**src/rtl/xbus_pkg.sv**
```systemverilog
// xbus package with the address map, timing constants and the shared bus types
`default_nettype none

package xbus_pkg;

   localparam int ADDR_BITS = 22;
   localparam int DATA_BITS = 32;

   // address map, main memory sits below MAX_ADDR
   localparam logic [ADDR_BITS-1:0] MAX_ADDR = 22'o1100_0000;
   localparam int DRAM_WORDS = 4096;
   localparam int DRAM_BITS  = 12;

   // i/o window, four scratch words then the id word
   localparam logic [ADDR_BITS-1:0] IO_BASE = 22'o1777_7740;
   localparam int IO_WORDS = 5;
   localparam logic [DATA_BITS-1:0] IO_ID = 32'h5a17_0c01;

   // sdram model timing in clock cycles
   localparam int SDRAM_LATENCY    = 3;
   localparam int REFRESH_INTERVAL = 64;
   localparam int REFRESH_CYCLES   = 6;

   // cycles the bus unit waits before flagging nxm
   localparam int BUS_TIMEOUT = 32;

   // counter widths, refresh is the longer controller phase
   localparam int REFRESH_BITS = $clog2(REFRESH_INTERVAL);
   localparam int PHASE_BITS   = $clog2(REFRESH_CYCLES);
   localparam int TIMEOUT_BITS = $clog2(BUS_TIMEOUT);

   typedef enum logic {
      XBUS_READ,
      XBUS_WRITE
   } xbus_op_e;

   typedef struct packed {
      logic [ADDR_BITS-1:0] addr;
      logic [DATA_BITS-1:0] data;
      xbus_op_e             op;
   } xbus_req_t;

   typedef enum logic [1:0] {
      SD_IDLE,
      SD_REFRESH,
      SD_ACCESS,
      SD_DONE
   } sdram_state_e;

   typedef enum logic [1:0] {
      BUS_IDLE,
      BUS_WAIT,
      BUS_ACK,
      BUS_RELEASE
   } bus_state_e;

endpackage

`default_nettype wire

```
**src/rtl/xbus_bus.sv**
```systemverilog
// xbus bus unit, selects the responding slave and times out accesses nobody answers
`timescale 1ns/1ps
`default_nettype none

module xbus_bus
   import xbus_pkg::*;
(
   input  wire                   clk,
   input  wire                   reset,

   // master side
   input  wire                   req,
   output logic [DATA_BITS-1:0]  dataout,
   output logic                  ack,
   output logic                  nxm,

   // slave side
   output logic                  slave_req,
   input  wire                   ram_decode,
   input  wire                   ram_ack,
   input  wire  [DATA_BITS-1:0]  ram_data,
   input  wire                   io_decode,
   input  wire                   io_ack,
   input  wire  [DATA_BITS-1:0]  io_data
);

   bus_state_e state;

   logic [TIMEOUT_BITS-1:0] timer;
   logic                    timed_out;
   logic                    slave_ack;
   logic [DATA_BITS-1:0]    slave_data;

   assign slave_req = req;

   // decodes are disjoint, at most one slave answers
   assign slave_ack  = (ram_decode & ram_ack) | (io_decode & io_ack);
   assign slave_data = ram_decode ? ram_data : io_data;

   assign timed_out = (timer == TIMEOUT_BITS'(BUS_TIMEOUT - 1));

   always_ff @(posedge clk) begin
      if (reset) begin
         state <= BUS_IDLE;
         timer <= '0;
         ack   <= 1'b0;
         nxm   <= 1'b0;
      end else begin
         case (state)
            BUS_IDLE: begin
               timer <= '0;
               if (req) begin
                  state <= BUS_WAIT;
                  nxm   <= 1'b0;
               end
            end
            BUS_WAIT: begin
               timer <= timer + 1'b1;
               if (slave_ack) begin
                  state <= BUS_ACK;
                  ack   <= 1'b1;
               end else if (timed_out) begin
                  state <= BUS_ACK;
                  ack   <= 1'b1;
                  nxm   <= 1'b1;
               end
            end
            BUS_ACK: begin
               // ack held as long as the master keeps req high
               if (!req) begin
                  if (slave_ack) begin
                     state <= BUS_RELEASE;
                  end else begin
                     state <= BUS_IDLE;
                     ack   <= 1'b0;
                  end
               end
            end
            BUS_RELEASE: begin
               if (!slave_ack) begin
                  state <= BUS_IDLE;
                  ack   <= 1'b0;
               end
            end
            default: state <= BUS_IDLE;
         endcase
      end
   end

   // response captured when the ack goes out
   always_ff @(posedge clk) begin
      if (state == BUS_WAIT) begin
         if (slave_ack) begin
            dataout <= slave_data;
         end else if (timed_out) begin
            dataout <= '1;
         end
      end
   end

endmodule

`default_nettype wire

```
**config.mk**
```make
export PLATFORM = sky130hd
export DESIGN_NAME = xbus_bus
export DESIGN_NICKNAME = d
export VERILOG_FILES = /design/src/rtl/xbus_pkg.sv /design/src/rtl/xbus_bus.sv
export SDC_FILE = /design/constraint.sdc
export NUM_CORES = 1
export LEC_CHECK = 0
export BUFFER_PORTS_ARGS = -buffer_cell sky130_fd_sc_hd__buf_2
export CAP_MARGIN = 20
export CORE_MARGIN = 10
export CORE_UTILIZATION = 31
export CTS_BUF_LIST = sky130_fd_sc_hd__clkbuf_8 sky130_fd_sc_hd__clkbuf_16
export DETAILED_ROUTE_END_ITERATION = 10
export RECOVER_POWER = 100
export SLEW_MARGIN = 5
export SYNTH_ARGS = -nofsm -noshare
export SYNTH_HDL_FRONTEND = slang
export SYNTH_SLANG_ARGS = --single-unit
```
**constraint.sdc**
```tcl
create_clock -name clk -period 3.24 [get_ports clk]
set_clock_uncertainty 0.2 [all_clocks]
set_input_delay 0.486 -clock clk [delete_from_list [all_inputs] [get_ports clk]]
set_output_delay 0.486 -clock clk [all_outputs]
set_load 0.01 [all_outputs]
```
==> impl_metrics.py <==
metrics = {
    "critical_path": {
        "r2r_cells": 5,
        "crit_path_max_fanout": 22,
        "cp.arrival_ps": 2310,
        "critPathKind": "primary input to flop",
        "cp.required_ps": 3040,
        "cp-end-kind": "flop",
        "cp-start-kind": "primary input",
        "reg2reg_slack_ps": 950,
        "r2r-end": "dataout[7]",
        "crit_start": "ram_decode",
        "reg2reg_from": "timer[0]",
        "crit_path_end": "dataout[2]",
    },
    "drt": {
        "drt-initial-drc-count": 42,
        "drtPass1Iterations": 4,
        "wl_per_cell_um": 15.1,
        "vias": 1512,
        "wl_mm": 5.07,
        "route.antenna.remaining_nets": 0,
        "drcViolationCount": 0,
        "routed_via_density": 4.50,
    },
    "power": {
        "p_leak_nw": 1.06,
        "ir_drop_mv": 0.169,
        "power-per-cell-area_nw_per_um2": 440,
    },
    "global_routing": {
        "grt_max_degree": 33,
        "antenna_found_initial": 0,
        "grt_pass1_wl_mm": 7.76,
        "grt_pass1_vias": 1571,
        "overflow": 0,
        "grt.total_usage": 0.0981,
    },
    "sta": {
        "rsz0062_at_grt": "no",
        "fin_crit_sh": 0.774,
        "fin_ws_ps": 731,
        "setup_tns_ps": 0,
        "max_slew_margin": 0.246,
        "setup_viol": 0,
        "clock.fmax_mhz": 399,
        "hold_viol_final": 0,
        "worst_pin_slew_ps": 1130,
        "layout_min_cycle_time_ps": 2510,
        "slew_violations": 0,
    },
    "clocking": {
        "ctsResizeCount": 0,
        "holdBufCountCts": 0,
        "numClockSinks": 41,
        "cts_tree": "yes",
        "clkTransAtPathRegs_ps": 80,
        "numCtsBuffers": 5,
        "insertion_delay_ps": 290,
        "cts-root-buf": "clkbuf_8",
        "post_cts.repair.setup_buffers": 0,
        "clockBufferDepth": 2,
        "htreeDepth": 2,
    },
    "cells_and_area": {
        "post_route_cells_drive_above_1_share": 0.307,
        "syn_to_final_growth_pct": 32.3,
        "n_fill_cell": 615,
        "n_antenna_cell": 0,
        "nNetsFinal": 333,
    },
    "synth": {
        "ys.flop_type": "edfxtp_1",
        "synth_edf_count": 32,
        "synth_top_area_frac": 0.503,
        "synth_fp_nets": 230,
        "syn_inst": 157,
        "ys_seq_elements": 41,
        "ys_seq_area_frac": 0.597,
        "synth_common_cells": "35 x nand2_1, 33 x mux2i_1, 32 x edfxtp_1",
        "ys_warn_count": 0,
        "async_flop_share": 0,
        "yosys-top-cells-area": "edfxtp_1 50%, mux2i_1 17%, dfxtp_1 9.4%, nand2_1 6.9%, buf_2 2.1%",
        "synth_cell_type_count": 26,
        "synth.cell_area_um2": 1910,
        "synth.most_common_cell": "nand2_1",
        "synth_top_cell_by_area": "edfxtp_1",
        "avgSynthCellArea_um2": 12.2,
    },
    "floorplan": {
        "dieWidth_um": 98.5,
        "start_util": 0.321,
        "io_pins": 106,
        "placementRows": 28,
        "die_y_um": 98.5,
        "dieArea_um2": 9710,
        "core-area_um2": 5960,
    },
    "job": {
        "maxCapViolCount": 0,
    },
    "placement": {
        "post-dp-hpwl_mm": 3.96,
        "io_buffers": 105,
        "place_ws_ps": 782,
        "place_congestion": 0.699,
    },
    "worst_hold_path": {
        "hold_path_class": "primary input to flop",
    },
    "status": {
        "status": "finished, final reports clean",
    },
}
==> per-stage QoR <==
stage | total power, mW | std cells | util | cell area [um2] | hold slack (ps)
detailed placement | 0.781 | 328 | 0.418 | 2490 | 300
global placement | 0.778 | 328 | 0.418 | 2490 | 290
global route | 1.17 | 336 | 0.425 | 2530 | 275
floorplan | 0.706 | 157 | - | 1910 | 270
CTS | 1.13 | 336 | 0.434 | 2590 | 264
finish | 1.11 | 336 | 0.425 | 2530 | 272
==> worst max-delay path, stage by stage <==
cell,delay (ps)
buf_2,430
a22o_1,520
clkbuf_1,730
nand2_1,130
==> state kept, by name (all words and copies together) (netlist names) <==
| signal | flops |
|---|---|
| nxm | 1 |
| state | 2 |
| ack | 1 |
| dataout | 32 |
| timer | 5 |
==> layout by cell type (no fill, tap or decap), drive strengths merged, types with 2 or more instances in the layout <==
| master | netlist | routed |
|---|---|---|
| clkinv | 0 | 2 |
| o21ai | 3 | 3 |
| and2b | 2 | 2 |
| buf | 11 | 70 |
| clkbuf | 0 | 43 |
| a21oi | 4 | 4 |
| mux2i | 33 | 33 |
| nor2 | 5 | 5 |
| nor2b | 2 | 2 |
| edfxtp | 32 | 32 |
| a22oi | 3 | 3 |
| dfxtp | 9 | 9 |
| a211oi | 3 | 3 |
| nand3 | 2 | 2 |
| nand2 | 35 | 35 |
| ha | 2 | 2 |
| nand2b | 3 | 3 |
==> routing by layer <==
metal | part of all wire | GRT usage
met5 | 0 | 0
met4 | 0.014 | 0.0364
met3 | 0.096 | 0.0475
met2 | 0.46 | 0.160
met1 | 0.43 | 0.109
==> power breakdown <==
part           leakage (nW)  internal (mW)  switching [mW]  total (mW)
sequential            0.352          0.594          0.0111       0.605
combinational         0.659         0.0717          0.0832       0.155
clock                0.0512          0.173           0.179       0.351
==> worst min-delay path by stage <==
stage / cells past startpoint / slack [ps] / end / from
2_1_floorplan: 2 / 270 / timer[2] / timer[2]
3_3_place_gp: 2 / 290 / timer[3] / timer[3]
3_5_place_dp: 2 / 300 / timer[2] / timer[2]
4_1_cts: 2 / 260 / state[1] / reset
5_1_grt: 2 / 270 / state[0] / reset
6_report: 2 / 270 / state[1] / reset
==> final cells by class <==
cell class / instances / area [um2] / area share
repair buffers: 107 / 489 / 0.193
clock buffers: 6 / 82.6 / 0.0327
multi-input cells: 105 / 708 / 0.280
flip-flops and latches: 41 / 1140 / 0.451
clock inverters: 2 / 13.8 / 0.00544
well taps: 75 / 93.8 / 0.0371
==> kinds of logic after synthesis <==
family / share of synthesized area
adder cells (fa/ha/maj): 0.0131
AND/OR/NAND/NOR: 0.122
buffers and inverters: 0.0327
AO/OA/AOI/OAI: 0.0622
multiplexers: 0.173
flip-flops: 0.597
No activity file was read; power rests on OpenSTA's default activity.
