File: src/rtl/xbus_pkg.sv
// xbus package with the address map, timing constants and the shared bus types
`default_nettype none

package xbus_pkg;

   localparam int ADDR_BITS = 22;
   localparam int DATA_BITS = 32;

   // address map, main memory sits below MAX_ADDR
   localparam logic [ADDR_BITS-1:0] MAX_ADDR = 22'o1100_0000;
   localparam int DRAM_WORDS = 4096;
   localparam int DRAM_BITS  = 12;

   // i/o window, four scratch words then the id word
   localparam logic [ADDR_BITS-1:0] IO_BASE = 22'o1777_7740;
   localparam int IO_WORDS = 5;
   localparam logic [DATA_BITS-1:0] IO_ID = 32'h5a17_0c01;

   // sdram model timing in clock cycles
   localparam int SDRAM_LATENCY    = 3;
   localparam int REFRESH_INTERVAL = 64;
   localparam int REFRESH_CYCLES   = 6;

   // cycles the bus unit waits before flagging nxm
   localparam int BUS_TIMEOUT = 32;

   // counter widths, refresh is the longer controller phase
   localparam int REFRESH_BITS = $clog2(REFRESH_INTERVAL);
   localparam int PHASE_BITS   = $clog2(REFRESH_CYCLES);
   localparam int TIMEOUT_BITS = $clog2(BUS_TIMEOUT);

   typedef enum logic {
      XBUS_READ,
      XBUS_WRITE
   } xbus_op_e;

   typedef struct packed {
      logic [ADDR_BITS-1:0] addr;
      logic [DATA_BITS-1:0] data;
      xbus_op_e             op;
   } xbus_req_t;

   typedef enum logic [1:0] {
      SD_IDLE,
      SD_REFRESH,
      SD_ACCESS,
      SD_DONE
   } sdram_state_e;

   typedef enum logic [1:0] {
      BUS_IDLE,
      BUS_WAIT,
      BUS_ACK,
      BUS_RELEASE
   } bus_state_e;

endpackage

`default_nettype wire

File: src/rtl/xbus_io.sv
// xbus i/o slave with four scratch registers and a read-only identification word
`timescale 1ns/1ps
`default_nettype none

module xbus_io
   import xbus_pkg::*;
(
   input  wire                   clk,
   input  wire                   reset,
   input  wire xbus_req_t        request,
   input  wire                   req,
   output logic                  decode,
   output logic                  ack,
   output logic [DATA_BITS-1:0]  dataout
);

   logic [DATA_BITS-1:0] scratch [IO_WORDS-1];

   logic [ADDR_BITS-1:0] io_offset;
   logic                 is_id;
   logic                 start;

   // addresses below IO_BASE wrap to large offsets and fail the compare
   assign io_offset = request.addr - IO_BASE;
   assign decode    = (io_offset < ADDR_BITS'(IO_WORDS));

   // id word sits at the top of the window
   assign is_id = (io_offset == ADDR_BITS'(IO_WORDS - 1));

   // first cycle of a decoded request
   assign start = req & decode & ~ack;

   always_ff @(posedge clk) begin
      if (reset) begin
         ack <= 1'b0;
      end else begin
         ack <= req & decode;
      end
   end

   always_ff @(posedge clk) begin
      if (reset) begin
         for (int i = 0; i < IO_WORDS - 1; i++) begin
            scratch[i] <= '0;
         end
      end else if (start && request.op == XBUS_WRITE && !is_id) begin
         scratch[io_offset[1:0]] <= request.data;
      end
   end

   // read data latched with the ack
   always_ff @(posedge clk) begin
      if (start) begin
         if (is_id) begin
            dataout <= IO_ID;
         end else begin
            dataout <= scratch[io_offset[1:0]];
         end
      end
   end

endmodule

`default_nettype wire

File: config.mk
export PLATFORM = sky130hd
export DESIGN_NAME = xbus_io
export DESIGN_NICKNAME = d
export VERILOG_FILES = /design/src/rtl/xbus_pkg.sv /design/src/rtl/xbus_io.sv
export SDC_FILE = /design/constraint.sdc
export NUM_CORES = 1
export LEC_CHECK = 0
export ABC_AREA = 1
export BUFFER_PORTS_ARGS = -buffer_cell sky130_fd_sc_hd__buf_2
export CAP_MARGIN = 5
export CORE_MARGIN = 3
export CORE_UTILIZATION = 61
export CTS_BUF_LIST = sky130_fd_sc_hd__clkbuf_8
export DETAILED_ROUTE_END_ITERATION = 8
export PLACE_DENSITY = 0.86
export SETUP_SLACK_MARGIN = 0.1
export SYNTH_ARGS = -nofsm -noshare
export SYNTH_HDL_FRONTEND = slang
export SYNTH_SLANG_ARGS = --single-unit
File: constraint.sdc
create_clock -name clk -period 5.6 [get_ports clk]
set_input_delay 1.12 -clock clk [delete_from_list [all_inputs] [get_ports clk]]
set_output_delay 1.12 -clock clk [all_outputs]
set_load 0.1 [all_outputs]
==> impl_metrics.csv, run 1 <==
group,metric,value,unit
place,routabilityCongestion,0.8410,
sta,min_period_over_period,0.7212,
synthesis,syn_nets,685,
global_routing,grt_use_total,0.2583,
sta,finClkSkew,0.008833,ns
cts,cts_setup_buffers,0,
floorplanning,ios,92,
route,viasPerCell,5.860,
sta,period_minus_slack,4.039,ns
route,drtIter0Drc,571,
synthesis,synth_top_cell_by_area,"edfxtp_1",
place,dp.cells,868,
route,drt-total-wl,17.66,mm
synthesis,ys_types,33,
worst_setup_path,end_kind,"register",
sta,tightestPinTransition,0.9297,ns
synthesis,yosysTopAreaCellShare,0.6191,
cts,cts_tree,"done",
global_routing,antenna_found_initial,0,
layout,fin_cells,900,
synthesis,yosysSeqAreaShare,0.6216,
route,ant_nets,0,
sta,fmax,0.2476,GHz
sta,tns,0,ns
floorplanning,core_area,12210,um^2
floorplanning,start_util,0.6356,
cts,clock-sinks,161,
layout,layout_commonest_cell,"edfxtp_1",
place,hpwlAfterDp,11.31,mm
global_routing,grt_max_degree,35,
floorplanning,row_count,40,
power_and_ir_drop,p_per_area,266.7,nW/um^2
floorplanning,dieHeight,118.8,um
global_routing,grt_pass1_vias,5489,
run_status,outcome,"complete, no violations",
route,wl_per_cell,19.62,um
layout,layout.nets,778,
synthesis,synth_cells,626,
sta,setup_viol,0,
synthesis,synth_warnings,0,
worst_setup_path,required,5.89,ns
route,route.detailed.drc,0,
layout,drive_above_1_share,0.3279,
cts,worstSkewPairLatency,0.44,ns
worst_setup_path,cp.arrival,4.33,ns
cts,clkTransAtPathRegs,0.09,ns
sta,grt_setup_unrepaired,"false",
power_and_ir_drop,peakVddDrop,0.2202,mV
power_and_ir_drop,p_leak,3.442,nW
floorplanning,die_w,118.8,um
synthesis,yosys-top-cells-area,"edfxtp_1 (62%), nand4_4 (8.2%), nor2_1 (4.7%)",
global_routing,grt_pass1_wl,28.30,mm
cts,numCtsBuffers,17,
worst_setup_path,cp-start-kind,"input port",
cts,htree_levels,4,
floorplanning,die_area,14110,um^2
sta,maxSlewHeadroom,0.3795,
run,maxCapViolCount,0,
synthesis,synth-seq-cells,161,
place,portBuffers,91,
layout,final_cell_mix,"edfxtp_1 (160), nor2_1 (96), buf_2 (90)",
cts,hold_buffers,0,
route,dr_total_vias,5274,
cts,root_buffer,"clkbuf_8",
layout,num_antenna_cells,0,
synthesis,synth_area_per_cell,12.40,um^2
synthesis,syn_area,7761,um^2
sta,drv_slew,0,
route,firstDrtPassIters,5,
cts,cts_resized,0,
worst_setup_path,cp_max_fo,34,
cts,clockBufferDepth,2,
sta,finalHoldViolCount,0,
global_routing,grt-ovfl-total,0,
worst_setup_path,path_class,"input port to register",
min_path,hp-class,"register to register",
layout,syn_to_final_growth,12.80,%
-- path summary, 6_finish.rpt --
check | from | cells past startpoint | slack, ns | endpoint
setup / recovery | request[38] | 14 | 1.56 | scratch[2][0]
hold / removal | scratch[3][30] | 2 | 0.55 | dataout[30]
setup reg to reg | ack | 5 | 3.25 | scratch[2][0]
hold reg to reg | scratch[3][30] | 2 | 0.55 | dataout[30]
-- stage by stage --
step | worst slack [ns] | total power, mW | hold slack [ns] | util | cell area, um^2
finish | 1.561 | 2.335 | 0.5528 | 0.7169 | 8755
global route | 1.288 | 2.412 | 0.5839 | 0.7169 | 8755
CTS | 1.590 | 2.337 | 0.5522 | 0.7169 | 8755
detailed placement | 1.135 | 1.614 | 0.5335 | 0.6888 | 8412
global placement | 1.334 | 1.605 | 0.5246 | 0.6888 | 8412
floorplan | 0.3409 | 1.532 | 0.5146 | - | 7761
-- routing by layer --
metal,track usage,up-vias,routed length [um]
met5,0,-,0
met4,0.1057,0,437
met3,0.05120,42,1502
met2,0.4398,282,9012
met1,0.3246,2522,6706
li1,-,2428,-
-- critical path: stages --
cell,delay [ns]
buf_2,0.10
ha_1,0.21
nand2_1,0.14
nor2_4,0.20
nand2_4,0.09
o21ai_2,0.14
nand3_1,0.18
nor2_2,0.20
nand4_4,0.16
nor2_8,0.11
buf_4,0.52
buf_4,0.63
nand4_1,0.31
nor2_1,0.17
-- Yosys cell counts --
master and count:
xor2_1 1, nand2_1 71, clkinv_1 3, a21oi_1 2, nand3_1 21, o21ai_1 1, buf_6 3, a22oi_1 6
a221oi_1 28, a22o_1 28, nand4_2 1, nand4_1 8, o21ai_2 1, edfxtp_1 160, ha_1 1, nand2_2 2
nand4_4 30, inv_1 56, nor3_1 4, buf_12 3, clkbuf_1 24, nor2_4 6, inv_2 9, dfxtp_1 1
a31oi_1 2, nand3_2 1, nor2_8 1, nor2_2 44, o21ai_0 6, buf_2 2, nand2_4 1, nor2_1 98
buf_4 1
-- area by class of cell --
class | count | area, um^2
multi-input combinational | 364 | 2530
fill | 835 | 3457
timing repair buffer | 107 | 590.6
inverter | 68 | 256.5
sequential | 161 | 4825
clock buffer | 17 | 234.0
tap | 168 | 210.2
clock inverter | 15 | 108.9
-- state kept, by name (all words and copies together) (netlist names) --
register,count
scratch,128
dataout,32
ack,1
-- cells by family after synthesis --
kind of cell | Yosys count | synth area share
flip-flops | 161 | 0.6216
AND/OR/NAND/NOR | 288 | 0.2392
XOR/XNOR | 1 | 0.001129
AO/OA/AOI/OAI | 74 | 0.07754
adder cells (fa/ha/maj) | 1 | 0.001612
buffers and inverters | 101 | 0.05884
-- where the power goes --
group	switching (mW)	internal, mW	total, mW
logic	0.142	0.0612	0.203
clock network	0.435	0.309	0.745
registers	0.0159	1.37	1.39
Power figures use the tool's default switching activity.
==> inputs of run 2 (changes only) <==
CORE_UTILIZATION = 55   (was 61)
PLACE_DENSITY = 0.82   (was 0.86)
clock period = 3.5 ns   (was 5.6 ns; I/O delays follow)
==> run 2 against run 1 <==
Effect of this change:
- combinational power grew 61%
- clock power grew 73%
- wire length shrank 7.0%
- first-iteration DRC count shrank 21%
- non-clock buffer count grew 3
- critical endpoint is now decode
- largest cell class unchanged
==> impl_metrics.csv, run 2 (synthesis results as in run 1) <==
group,metric,value,unit
run_status,outcome,"complete, no violations",
floorplanning,dieHeight,124.8,um
route,drtIter0Drc,452,
worst_setup_path,cp.arrival,2.33,ns
route,routed.top_layer,"met4",
floorplanning,die_area,15570,um^2
route,ant_nets,0,
layout,layout_commonest_cell,"edfxtp_1",
worst_setup_path,path_class,"input port to output port",
sta,tightestPinTransition,0.9358,ns
worst_setup_path,cpMostUsedCell,"nand2_1",
worst_setup_path,critPathTopFamily,"simple AND/OR/NAND/NOR gates",
global_routing,grt_pass1_wl,26.83,mm
min_path,hold_depth,2,
cts,cts_resized,0,
cts,worstSkewPairLatency,0.45,ns
worst_setup_path,r2r_end,"scratch[0][31]",
route,wirelength_met1,6.241,mm
layout,syn_to_final_growth,14.33,%
global_routing,grt_use_total,0.2186,
cts,clkTransAtPathRegs,0.08,ns
worst_setup_path,worstReg2RegStart,"ack",
worst_setup_path,crit_chain,"buf_2 -> ha_1 -> nand2_1 -> nor2_4 -> nand2_4 -> nand2_1 -> nand2_1 -> nor2_2 -> nand2_1 -> nor2_4 -> nand2_1 -> nor2_2 -> buf_12",
worst_setup_path,crit_buf_inv,2,
place,dp.cells,879,
worst_setup_path,required,2.80,ns
sta,whs,0.4859,ns
route,firstDrtPassIters,5,
floorplanning,core_area,13510,um^2
power_and_ir_drop,p_leak,3.492,nW
min_path,hp-class,"input port to register",
cts,htree_levels,4,
place,routabilityCongestion,0.8845,
floorplanning,row_count,42,
cts,numCtsBuffers,17,
worst_setup_path,end_kind,"output port",
power_and_ir_drop,peakVddDrop,0.2290,mV
sta,maxSlewHeadroom,0.3754,
cts,hold_buffers,0,
worst_setup_path,critPathSlowestCell,"ha_1",
route,viasPerCell,5.712,
worst_setup_path,cpPeakStageDelay,0.21,ns
route,wl_met3,1.457,mm
sta,min_period_over_period,0.8645,
sta,grt_setup_unrepaired,"false",
layout,regMostFlops,"scratch",
global_routing,grt_pass1_vias,5408,
layout,layout.nets,781,
cts,cts_setup_buffers,0,
route,route.detailed.drc,0,
cts,clockBufferDepth,2,
worst_setup_path,cp_max_fo,6,
global_routing,grt-ovfl-total,0,
route,wl_per_cell,18.02,um
cts,root_buffer,"clkbuf_8",
global_routing,antenna_found_initial,0,
route,drt-total-wl,16.42,mm
min_path,min_from,"reset",
layout,largest_reg_flops,128,
sta,tns,0,ns
layout,drive_above_1_share,0.3293,
sta,finClkSkew,0.009458,ns
cts,clock-sinks,161,
worst_setup_path,r2r_slack,1.89,ns
floorplanning,die_w,124.8,um
run,maxCapViolCount,0,
sta,drv_slew,0,
sta,finalHoldViolCount,0,
layout,final_cell_mix,"edfxtp_1 (160), nor2_1 (95), buf_2 (90)",
sta,period_minus_slack,3.026,ns
global_routing,grt_max_degree,65,
route,dr_total_vias,5204,
floorplanning,start_util,0.5747,
worst_setup_path,cp-start-kind,"input port",
layout,num_antenna_cells,0,
place,hpwlAfterDp,10.64,mm
place,portBuffers,91,
worst_setup_path,rr_worst_depth,4,
power_and_ir_drop,p_total,3.838,mW
layout,fin_cells,911,
sta,fmax,0.3305,GHz
cts,cts_tree,"done",
layout,reg_top3,"scratch x128, dataout x32, ack x1",
min_path,whs_endpoint,"ack",
sta,setup_viol,0,
route,wl_met2,8.442,mm
floorplanning,ios,92,
power_and_ir_drop,p_per_area,432.5,nW/um^2
-- run 2: cell types whose count changed in the layout (fill, tap and decap cells not counted), sizes merged --
| cell | delta |
|---|---|
| bufinv | +2 |
| buf | +3 |
| clkinv | -4 |
| inv | +1 |
| clkinvlp | +1 |
-- run 2: cell type report --
type / count / area, um^2
clock buffer: 17 / 234.0
clock inverter: 15 / 142.6
fill: 956 / 4632
inverter: 68 / 256.5
multi-input combinational: 364 / 2532
sequential: 161 / 4825
tap: 176 / 220.2
timing repair buffer: 110 / 663.1
-- run 2: per-layer routing --
metal / track usage / vias to the layer above
met1: 0.2625 / 2492
li1: - / 2427
met2: 0.3750 / 258
met3: 0.06132 / 27
met4: 0.08317 / 0
met5: 0 / -
-- run 2: per-stage QoR --
step | setup WS (ns) | instance area [um^2] | utilization
2_1_floorplan | -0.4968 | 7764 | -
3_3_place_gp | 0.3364 | 8497 | 0.6291
3_5_place_dp | 0.2459 | 8497 | 0.6291
4_1_cts | 0.4772 | 8874 | 0.6570
5_1_grt | 0.3325 | 8874 | 0.6570
6_report | 0.4743 | 8874 | 0.6570
-- run 2: worst max path at each step --
stage	start	endpoint	slack (ns)	cells past startpoint
CTS	request[38]	decode	0.48	13
global placement	request[38]	scratch[2][31]	0.34	15
floorplan	request[38]	scratch[3][0]	-0.50	13
finish	request[38]	decode	0.47	13
global route	request[38]	decode	0.33	13
detailed placement	request[38]	scratch[0][31]	0.25	15
-- run 2: power by group --
part | internal [mW] | total [mW] | switching [mW] | leakage, nW
Sequential | 2.19 | 2.22 | 0.0240 | 1.53
Combinational | 0.106 | 0.326 | 0.221 | 1.77
Clock | 0.628 | 1.29 | 0.666 | 0.196
